==> src/bp_settings.svh <==
`ifndef BP_SETTINGS_SVH
`define BP_SETTINGS_SVH

// global and choice table index width
// kept at 8 for short sweeps, 14 in the full-size fetch unit
`define BP_GH_WIDTH 8

// bimodal table index width
`define BP_BH_WIDTH 8

// fetch address width
`define BP_ADDR_WIDTH 30

// sweep covers the larger of the two tables
`define BP_SWEEP_WIDTH ((`BP_GH_WIDTH > `BP_BH_WIDTH) ? `BP_GH_WIDTH : `BP_BH_WIDTH)

// weakly not taken
`define BP_DIR_INIT 2'b01

// weakly bimodal
`define BP_CHOICE_INIT 2'b01

`endif

==> src/bp_pkg.sv <==
package bp_pkg;

    // branch class as decoded by the fetch stage
    typedef enum logic [2:0] {
        NOT_JUMP      = 3'd0,
        DIRECT_JUMP   = 3'd1,
        JUMP          = 3'd2,
        CALL          = 3'd3,
        RET           = 3'd4,
        INDIRECT_JUMP = 3'd5,
        OTHER_JUMP    = 3'd6
    } br_kind_e;

    // 2-bit saturating counter
    // msb is the prediction: taken for direction tables,
    // use global for the choice table
    typedef logic [1:0] sat_ctr_t;

endpackage

==> src/bp_pht.sv <==
`timescale 1ns/10ps

module bp_pht #(
    parameter int               idx_width = 8,
    parameter bp_pkg::sat_ctr_t init_val  = 2'b01
) (
    input  logic                 clk,
    input  logic                 rst_n,
    // prediction read
    input  logic [idx_width-1:0] hashed_pc,
    output bp_pkg::sat_ctr_t     ctr_pdc,
    // training write
    input  logic [idx_width-1:0] hashed_pc_update,
    input  logic                 outcome,
    input  logic                 update_en,
    // init sweep write
    input  logic                 init_en,
    input  logic [idx_width-1:0] init_index
);
    import bp_pkg::*;

    // counter storage, no reset, filled by the init sweep
    sat_ctr_t ctr_mem [2**idx_width];

    sat_ctr_t ctr_upd;
    sat_ctr_t ctr_next;

    // async read for same-cycle prediction
    assign ctr_pdc = ctr_mem[hashed_pc];

    // current value at the training index
    assign ctr_upd = ctr_mem[hashed_pc_update];

    // saturating step toward the real outcome
    always_comb begin
        ctr_next = ctr_upd;
        if (outcome && (ctr_upd != '1)) begin
            ctr_next = ctr_upd + 2'd1;
        end else if (!outcome && (ctr_upd != '0)) begin
            ctr_next = ctr_upd - 2'd1;
        end
    end

    always_ff @(posedge clk) begin
        // init sweep wins over training
        if (init_en) begin
            ctr_mem[init_index] <= init_val;
        end else if (rst_n && update_en) begin
            // training held off while in reset
            ctr_mem[hashed_pc_update] <= ctr_next;
        end
    end

endmodule

==> src/bp_sweep_counter.sv <==
`timescale 1ns/10ps

module bp_sweep_counter #(
    parameter int width = 8
) (
    input  logic             clk,
    input  logic             rst_n,
    input  logic             sweep_en,
    output logic [width-1:0] sweep_index,
    output logic             sweep_last
);

    // walks 0 .. 2**width-1, one step per enabled cycle
    always_ff @(posedge clk) begin
        if (!rst_n) begin
            sweep_index <= '0;
        end else if (sweep_en) begin
            // wraps after the last index, fsm has left the sweep by then
            sweep_index <= sweep_index + 1'b1;
        end
    end

    // last index reached when all ones
    assign sweep_last = &sweep_index;

endmodule

==> src/bp_init_fsm.sv <==
`timescale 1ns/10ps

module bp_init_fsm (
    input  logic clk,
    input  logic rst_n,
    input  logic sweep_last,
    output logic sweep_en,
    output logic init_en,
    output logic train_ok,
    output logic ready
);

    typedef enum logic {
        SWEEP = 1'b0,
        RUN   = 1'b1
    } init_state_e;

    init_state_e state;
    init_state_e state_next;

    always_ff @(posedge clk) begin
        if (!rst_n) begin
            state <= SWEEP;
        end else begin
            state <= state_next;
        end
    end

    // one-way trip: sweep once after reset, then run for good
    always_comb begin
        state_next = state;
        case (state)
            SWEEP: begin
                if (sweep_last) begin
                    state_next = RUN;
                end
            end
            default: state_next = RUN;
        endcase
    end

    // sweep drives the counter and the table init ports
    assign sweep_en = (state == SWEEP);
    assign init_en  = (state == SWEEP);

    // training and ready only once tables hold known values
    assign train_ok = (state == RUN);
    assign ready    = (state == RUN);

endmodule

==> src/aim_predictor.sv <==
`timescale 1ns/10ps
`include "bp_settings.svh"

module aim_predictor #(
    parameter int gh_width    = `BP_GH_WIDTH,
    parameter int bh_width    = `BP_BH_WIDTH,
    parameter int addr_width  = `BP_ADDR_WIDTH,
    parameter int sweep_width = `BP_SWEEP_WIDTH
) (
    input  logic                   clk,
    input  logic                   rst_n,
    input  logic                   update_en,
    // execute side
    input  logic [addr_width-1:0]  pc_ex,
    input  logic [gh_width-1:0]    pc_ex_gh_hashed,
    input  logic [bh_width-1:0]    pc_ex_bh_hashed,
    input  bp_pkg::br_kind_e       kind_ex,
    input  logic                   choice_real,
    input  logic                   taken_real,
    // prediction
    input  bp_pkg::br_kind_e       kind_pdc,
    output logic                   taken_pdc,
    // 0 bimodal, 1 global
    output logic                   choice_b_g,
    // current fetch
    input  logic [gh_width-1:0]    pc_gh_hashed,
    input  logic [bh_width-1:0]    pc_bh_hashed,
    input  logic [addr_width-1:0]  pc,
    // init sweep and training gate
    input  logic                   train_ok,
    input  logic                   init_en,
    input  logic [sweep_width-1:0] init_index
);
    import bp_pkg::*;

    // pc and pc_ex ride along with the hashes, indexing uses the hashed values only

    sat_ctr_t ctr_b;
    sat_ctr_t ctr_g;
    sat_ctr_t ctr_c;
    logic     taken_b;
    logic     taken_g;
    logic     train_en;

    // only resolved direct branches train, and only after the sweep
    assign train_en = train_ok && update_en && (kind_ex == DIRECT_JUMP);

    // bimodal table, pc-only index
    bp_pht #(
        .idx_width (bh_width),
        .init_val  (`BP_DIR_INIT)
    ) bpht_b (
        .clk              (clk),
        .rst_n            (rst_n),
        .hashed_pc        (pc_bh_hashed),
        .ctr_pdc          (ctr_b),
        .hashed_pc_update (pc_ex_bh_hashed),
        .outcome          (taken_real),
        .update_en        (train_en),
        .init_en          (init_en),
        .init_index       (init_index[bh_width-1:0])
    );

    // global table, pc xor history index
    bp_pht #(
        .idx_width (gh_width),
        .init_val  (`BP_DIR_INIT)
    ) gpht_g (
        .clk              (clk),
        .rst_n            (rst_n),
        .hashed_pc        (pc_gh_hashed),
        .ctr_pdc          (ctr_g),
        .hashed_pc_update (pc_ex_gh_hashed),
        .outcome          (taken_real),
        .update_en        (train_en),
        .init_en          (init_en),
        .init_index       (init_index[gh_width-1:0])
    );

    // choice table shares the global index
    // trained toward whichever table was right
    bp_pht #(
        .idx_width (gh_width),
        .init_val  (`BP_CHOICE_INIT)
    ) cpht_b_g (
        .clk              (clk),
        .rst_n            (rst_n),
        .hashed_pc        (pc_gh_hashed),
        .ctr_pdc          (ctr_c),
        .hashed_pc_update (pc_ex_gh_hashed),
        .outcome          (choice_real),
        .update_en        (train_en),
        .init_en          (init_en),
        .init_index       (init_index[gh_width-1:0])
    );

    // counter msb is the prediction
    assign taken_b    = ctr_b[1];
    assign taken_g    = ctr_g[1];
    assign choice_b_g = ctr_c[1];

    // unconditional kinds fixed, direct jumps go through the tournament
    always_comb begin
        case (kind_pdc)
            NOT_JUMP:      taken_pdc = 1'b0;
            DIRECT_JUMP:   taken_pdc = choice_b_g ? taken_g : taken_b;
            JUMP:          taken_pdc = 1'b1;
            CALL:          taken_pdc = 1'b1;
            RET:           taken_pdc = 1'b1;
            INDIRECT_JUMP: taken_pdc = 1'b1;
            // other_jump and unknown codes fall through
            default:       taken_pdc = 1'b0;
        endcase
    end

endmodule

==> src/bp_top.sv <==
`timescale 1ns/10ps
`include "bp_settings.svh"

module bp_top (
    input  logic                       clk,
    input  logic                       rst_n,
    // current fetch
    input  logic [`BP_ADDR_WIDTH-1:0]  pc,
    input  logic [`BP_GH_WIDTH-1:0]    pc_gh_hashed,
    input  logic [`BP_BH_WIDTH-1:0]    pc_bh_hashed,
    input  bp_pkg::br_kind_e           kind_pdc,
    // execute
    input  logic [`BP_ADDR_WIDTH-1:0]  pc_ex,
    input  logic [`BP_GH_WIDTH-1:0]    pc_ex_gh_hashed,
    input  logic [`BP_BH_WIDTH-1:0]    pc_ex_bh_hashed,
    input  bp_pkg::br_kind_e           kind_ex,
    input  logic                       choice_real,
    input  logic                       taken_real,
    input  logic                       update_en,
    // results
    output logic                       taken_pdc,
    output logic                       choice_b_g,
    output logic                       ready
);

    logic                       sweep_en;
    logic                       sweep_last;
    logic [`BP_SWEEP_WIDTH-1:0] sweep_index;
    logic                       init_en;
    logic                       train_ok;

    // reset-time table fill control
    bp_init_fsm u_init_fsm (
        .clk        (clk),
        .rst_n      (rst_n),
        .sweep_last (sweep_last),
        .sweep_en   (sweep_en),
        .init_en    (init_en),
        .train_ok   (train_ok),
        .ready      (ready)
    );

    // index source for the sweep
    bp_sweep_counter #(
        .width (`BP_SWEEP_WIDTH)
    ) u_sweep_counter (
        .clk         (clk),
        .rst_n       (rst_n),
        .sweep_en    (sweep_en),
        .sweep_index (sweep_index),
        .sweep_last  (sweep_last)
    );

    aim_predictor u_aim_predictor (
        .clk             (clk),
        .rst_n           (rst_n),
        .update_en       (update_en),
        .pc_ex           (pc_ex),
        .pc_ex_gh_hashed (pc_ex_gh_hashed),
        .pc_ex_bh_hashed (pc_ex_bh_hashed),
        .kind_ex         (kind_ex),
        .choice_real     (choice_real),
        .taken_real      (taken_real),
        .kind_pdc        (kind_pdc),
        .taken_pdc       (taken_pdc),
        .choice_b_g      (choice_b_g),
        .pc_gh_hashed    (pc_gh_hashed),
        .pc_bh_hashed    (pc_bh_hashed),
        .pc              (pc),
        .train_ok        (train_ok),
        .init_en         (init_en),
        .init_index      (sweep_index)
    );

endmodule

==> config.mk <==
export PLATFORM = sky130hd
export DESIGN_NAME = bp_top
export DESIGN_NICKNAME = d
export VERILOG_FILES = /design/src/bp_pkg.sv /design/src/bp_pht.sv /design/src/bp_sweep_counter.sv /design/src/bp_init_fsm.sv /design/src/aim_predictor.sv /design/src/bp_top.sv
export VERILOG_INCLUDE_DIRS = /design/src
export SDC_FILE = /design/constraint.sdc
export NUM_CORES = 2
export LEC_CHECK = 0
export BUFFER_PORTS_ARGS = -buffer_cell sky130_fd_sc_hd__buf_2
export CAP_MARGIN = 30
export CORE_AREA = 4 4 396 398
export DETAILED_ROUTE_END_ITERATION = 8
export DIE_AREA = 0 0 400 402
export PLACE_DENSITY = 0.58
export SETUP_SLACK_MARGIN = 0.05
export SYNTH_ARGS = -nofsm -noshare
export SYNTH_HDL_FRONTEND = slang
export SYNTH_SLANG_ARGS = --single-unit
export TNS_END_PERCENT = 30
==> constraint.sdc <==
create_clock -name clk -period 25 [get_ports clk]
set_clock_uncertainty 0.2 [all_clocks]
set_input_delay 5 -clock clk [delete_from_list [all_inputs] [get_ports clk]]
set_output_delay 5 -clock clk [all_outputs]
set_load 0.02 [all_outputs]
Yosys cells after proc, flatten, opt, wreduce, memory -nomap -nowiden
Memories as Yosys holds them, arrays and structs flattened.
Index checks and enable logic that the tools add are counted.
Storage, ports and cells
  bits in registers: 9
  RAM bits: 1536
  input port bits: 103
  output and inout port bits: 3
  memories kept: 3
Memory list
  u_aim_predictor.bpht_b.ctr_mem: depth 256, width 2, rd ports 2, clocked after Yosys merged registers in 0, wr ports 1, RTL line bp_pht.sv:23  | sat_ctr_t ctr_mem [2**idx_width];
  u_aim_predictor.cpht_b_g.ctr_mem: depth 256, width 2, rd ports 2, clocked after Yosys merged registers in 0, wr ports 1, RTL line bp_pht.sv:23
  u_aim_predictor.gpht_g.ctr_mem: depth 256, width 2, rd ports 2, clocked after Yosys merged registers in 0, wr ports 1, RTL line bp_pht.sv:23
Cells by class
  add/sub/neg operators: 7
  equality and inequality tests: 9
  multiplexer cells: 23
  reduce and logical (&&, ||, !) cells: 19
Operators by type and width (count)
  8-bit two-way mux: 3
  2-bit two-way mux: 9
  1-bit two-way mux: 10
  1-bit logical AND: 9
  8-bit by 1-bit adder with 8-bit output, second input constant: 1
  8-bit AND reduction: 1
  2-bit by 1-bit adder with 2-bit output, second input constant: 3
  3-bit by 1-bit == test with 1-bit output, second input constant: 2
  3-bit by 2-bit == test with 1-bit output, second input constant: 2
  3-bit == test, second input constant: 2
  2-bit != test, second input constant: 3
  2-bit nonzero test: 3
  2-bit OR reduction: 3
  2-bit by 1-bit subtractor with 2-bit output, second input constant: 3
  4-bit OR reduction: 1
  1-bit logical NOT: 2
  1-bit case mux with 2 select lines: 1

Logic depth before layout (Yosys ltp)
  word-level depth: 8
  depth in mapped cells: 16

Cells and area by module
From an unflattened synthesis, not the netlist that was laid out.
Unflattened totals
  cell total of the unflattened synthesis: 4305
  area total of the unflattened synthesis: 76111.7 um^2
Modules (own cells, without submodules)
  bp_pht at u_aim_predictor.gpht_g: times used 1, cells each 1425, area an instance 25311.8 um^2
  bp_pht at u_aim_predictor.cpht_b_g: times used 1, cells each 1425, area an instance 25309.3 um^2
  bp_pht at u_aim_predictor.bpht_b: times used 1, cells each 1406, area an instance 25040.3 um^2
  bp_sweep_counter: times used 1, cells each 38, area an instance 361.6 um^2
  bp_init_fsm: times used 1, cells each 5, area an instance 46.3 um^2
  aim_predictor: times used 1, cells each 6, area an instance 42.5 um^2

Worst setup path before layout
OpenSTA, ideal clock, no wires.
  kind: input port to flip-flop
  start point: input pc_ex_gh_hashed[1]
  end point: memory u_aim_predictor.gpht_g.ctr_mem[0][1] (netlist bit) (data pin)
  setup time: 1.577 ns
  data arrival time: 14.957 ns
  setup slack: 8.266 ns
  stages: 13
  path through: buf_2 buf_2 clkbuf_1 buf_1 mux4_2 mux4_2 a221oi_2 o22ai_1 nor3_2 ha_1 nor2b_1 a211o_1 a21oi_1
Between the ends
  cells in the longest elaborated chain, start to end: 6
RTL lines
  start: declaration: RTL line bp_top.sv:14  | input logic [`BP_GH_WIDTH-1:0] pc_ex_gh_hashed,
  memory read 256 x 2 bit *
  branches (longest 3 deep; another with 2-bit by 1-bit subtractor with 2-bit output)
  2-bit two-way mux *: RTL line bp_pht.sv:37  | if (outcome && (ctr_upd != '1)) begin
  2-bit two-way mux (no line) *
  end: declaration: RTL line bp_pht.sv:23
Every way passes the cells marked *.

Final worst setup path
  start point: input pc_bh_hashed[1]
  end point: output taken_pdc
Between the ends
  cells in the longest elaborated chain, start to end: 3
RTL lines
  start: declaration: RTL line bp_top.sv:10  | input logic [`BP_BH_WIDTH-1:0] pc_bh_hashed,
  memory read 256 x 2 bit
  1-bit two-way mux: RTL line aim_predictor.sv:106  | DIRECT_JUMP: taken_pdc = choice_b_g ? taken_g : taken_b;
  1-bit case mux with 2 select lines: RTL line aim_predictor.sv:104  | case (kind_pdc)
  end: declaration: RTL line bp_top.sv:21  | output logic taken_pdc,
Every way passes these cells.

==> key figures <==
Synthesis
  • Synth Flop Type: edfxtp_1
  • Proportion of synthesized flip-flops having asynchronous set or reset: 0%
  • Mapped Area: ~0.069 mm^2
  • Yosys warning count: 0
  • Leading cell types by count after synthesis: 1536 x edfxtp_1, 601 x mux4_2, 566 x nor2_1
  • Syn Nets: roughly 3900
  • Cell count after synthesis: roughly 3700
  • Yosys cell types: a little under 80
  • Cell with the most instances after synthesis: edfxtp_1
  • Largest cells by area after synthesis: edfxtp_1 67%, mux4_2 20%, nor2_1 3.1%
  • Post-synth EDFFs: ~1500
  • Most area-hungry cell type in the Yosys netlist: edfxtp_1
  • Top-area cell type share of the netlist area: between 60% and 70%
  • Mean area per synthesized cell: between 15 and 20 um^2
  • Post-synthesis sequential area ratio: 67.5%
  • Synthesis-stage register bit count: between 1500 and 2000

STA
  • Final Hold Slack: 364 ps
  • Max-slew violation total from the final report: 0
  • Hold Fails Final Rpt: 0
  • Period utilization: 58.8%
  • Slew at the pin with the worst max-slew slack: between 1000 and 1500 ps
  • Setup_tns: 0 ps
  • Worst slew margin: roughly 23%
  • Peak Freq: around 70 MHz
  • Number of setup violations in the final report: 0
  • Fin crit period: about 15000 ps
  • Crit path setup slack, layout: 10290 ps
  • RSZ-0062 raised after global routing: no

Global route
  • Number of antenna violations at the first check in global routing: 8
  • GR Util All Layers: roughly a quarter
  • Vias in the first global route: around 38000
  • Remaining Overflow, GRT: 0
  • First-pass GRT wire length: between 200000 and 300000 um
  • Pin count of the biggest net entering global routing: around 210

Floorplanning
  • Die Wd: 400 um
  • Initial standard-cell utilization of the core: between 40% and 50%
  • Placeable core region: between 0.15 and 0.2 mm^2
  • # IOs: ~110
  • DIE AREA: around 0.16 mm^2
  • Die H: 402 um
  • Site row count: 144

CTS
  • Clock root buffer: clkbuf_16
  • Post-cts hold buffer count: 0
  • Clock latency on the worst-skew pair: roughly 810 ps
  • Post-CTS setup repair buffer count: 0
  • Buffer levels on the longest clock path: 3
  • CTS-repair resized insts: 0
  • Clock transition time at the flip-flop clock pins of the worst setup and hold paths: roughly 60 ps
  • Total CTS buffers: approximately 170
  • CTS H-tree lvls: 4
  • Sink count of the clock tree: about 1500
  • CTS tree: done

Placement
  • DPL Wire Length: ~120000 um
  • Routability congestion estimate from global placement: around 0.86
  • Post-place setup slack: ~10000 ps
  • Placed standard-cell area: approximately 0.07 mm^2
  • Buffers added on ports: 45

Detailed routing
  • Routed wire length on met3: 20100 um
  • Count of vias placed by the detailed router: between 30000 and 40000
  • Met2 wire len: 88900 um
  • Final wirelength: roughly 200000 um
  • Detailed-route vias per instance: between 6 and 7
  • ANT nets after route: 0
  • DR pass1 iterations: 9
  • Count of routing violations after the opening detailed-route iteration: around 4800
  • DRC violation count after routing: 0
  • Top routing layer in use: met5
  • Met1 Wirelength: a little over 80000 um
  • WL/cell: between 30 and 40 um

Setup path
  • Nature of the critical path endpoint: output pin
  • CP Class: input pin to output pin
  • Worst reg2reg endpoint: u_aim_predictor.cpht_b_g.ctr_mem[31][1]$_DFFE_PP_
  • Required @ worst endpoint: 19800 ps
  • Number of buffers and inverters on the critical path: 3
  • Depth of the critical timing path with buffers and inverters included: 11
  • Maximum fanout along the worst path: 39
  • Critical-path cell with the highest stage delay: buf_4
  • Reg2reg path depth: 10
  • Max incr delay on CP: roughly 700 ps
  • Crit path arrival time: around 9500 ps
  • Register-to-register setup slack: ~19000 ps
  • Worst path cell trace: buf_4 > buf_4 > nand2_1 > o221ai_1 > o22ai_1 > nor3_1 > nor3_1 > o211ai_1 > nand4_1 > o21ai_0 > buf_2
  • Family with the most delay on the worst path: compound AO/OA/AOI/OAI gates
  • Reg-to-reg startpoint: u_aim_predictor.cpht_b_g.ctr_mem[26][1]$_DFFE_PP_
  • Critical path startpoint category: input pin

Pwr
  • Max rail drop VDD: roughly 54 uV
  • Cell leakage power: between 20 and 30 nW
  • Cell Pwr Density: approximately 72 mW/mm^2

Hold path
  • Hold crit path type: flop to flop
  • Worst Hold Launch: u_sweep_counter.sweep_index[6]$_SDFFE_PN0N_
  • Worst hold path cell count: 2
  • Hold-critical path endpoint: u_sweep_counter.sweep_index[6]$_SDFFE_PN0N_

Final layout
  • Post-route design area: ~0.077 mm^2
  • Filler cell count in the final layout: 12500
  • Area added between synthesis and finish: 11.6%
  • Fraction of layout cells with a size suffix above 1: between 20% and 30%
  • Number of nets in the final layout: roughly 3900

Job
  • Max-cap violations: 0

Run status
  • Run status: complete, no violations
-- metrics by stage --
| stage | util, % | std cells | total power [mW] |
|---|---|---|---|
| 6_report | 49.9 | 5965 | 5.50 |
| 5_1_grt | 49.9 | 5963 | 5.66 |
| 4_1_cts | 49.8 | 5955 | 5.54 |
| 3_5_place_dp | 46.4 | 5661 | 3.14 |
| 3_3_place_gp | 46.3 | 5654 | 3.14 |
| 2_1_floorplan | - | 3746 | 3.04 |
-- layout make-up --
| cell class | count | area (um^2) | share of cell area, % |
|---|---|---|---|
| sequential | 1545 | 46300 | 60.5 |
| multi-input combinational | 1911 | 21000 | 27.5 |
| clock buffer | 189 | 4240 | 5.54 |
| tap | 2044 | 2560 | 3.34 |
| timing repair buffer | 146 | 1280 | 1.67 |
| clock inverter | 105 | 1070 | 1.39 |
| inverter | 23 | 87.6 | 0.114 |
| antenna | 2 | 5.00 | 0.00654 |
-- layer usage --
layer  vias up  global-route usage [%]
li1      15600                       -
met1     20400                    36.0
met2      1908                    35.9
met3       298                    6.25
met4        10                    6.76
met5         -                       0
-- layout by cell type (no fill, tap or decap), types with 14 or more instances in the layout --
master     instances
and2_1            15
edfxtp_1        1536
mux2i_1          119
clkbuf_16        166
and3_1            14
a22oi_1           32
mux4_2           601
clkinv_2          32
buf_2             34
a22o_1            24
inv_1             18
nor3_1            28
nand3_1           21
o22ai_1           34
nand2_1          126
nand2b_1          15
nor2b_1           29
a21oi_1           37
o21ai_0           37
nor2_1           566
clkinv_1          40
mux2_2            14
buf_4             89
o221ai_1          33
clkbuf_1          23
-- logic make-up after synthesis --
| logic type | Yosys count | share of synthesized area, % |
|---|---|---|
| and+or+nand+nor | 858 | 5.24 |
| DFF | 1545 | 67.5 |
| adders and majority gates | 7 | 0.128 |
| muxes | 742 | 22.0 |
| AOI/OAI and AO/OA | 296 | 3.10 |
| xor gates and xnor gates | 8 | 0.102 |
| buffers and inverters | 290 | 1.96 |
-- report_power, final --
group,leakage (nW),internal [mW],total (mW),switching (mW)
registers,16.4,2.81,2.81,0.00168
clock network,2.59,1.36,2.41,1.04
logic,7.01,0.105,0.285,0.181
-- worst max-delay path by stage --
stage                                                           to               start
finish                                                   taken_pdc     pc_bh_hashed[1]
global route                                             taken_pdc     pc_bh_hashed[1]
CTS                                                      taken_pdc     pc_bh_hashed[1]
detailed placement                                       taken_pdc     pc_bh_hashed[1]
global placement                                         taken_pdc     pc_bh_hashed[0]
floorplan           u_aim_predictor.gpht_g.ctr_mem[0][1]$_DFFE_PP_  pc_ex_gh_hashed[1]
-- flip-flops by register name, indices dropped and copies added, names as in the netlist --
signal	flops
u_aim_predictor.bpht_b.ctr_mem	512
u_aim_predictor.cpht_b_g.ctr_mem	512
u_aim_predictor.gpht_g.ctr_mem	512
u_sweep_counter.sweep_index	8
u_init_fsm.ready	1
-- worst reg2reg max path, stage by stage (launching register included) --
cell and delay [ps]:
edfxtp_1 390, mux4_2 500, mux4_2 520, a21oi_1 480, nand4_1 190, a2111oi_2 850
ha_1 380, nor2b_1 130, a211oi_1 270, o21a_4 650, buf_4 820
(Power assumes the default switching activity.)
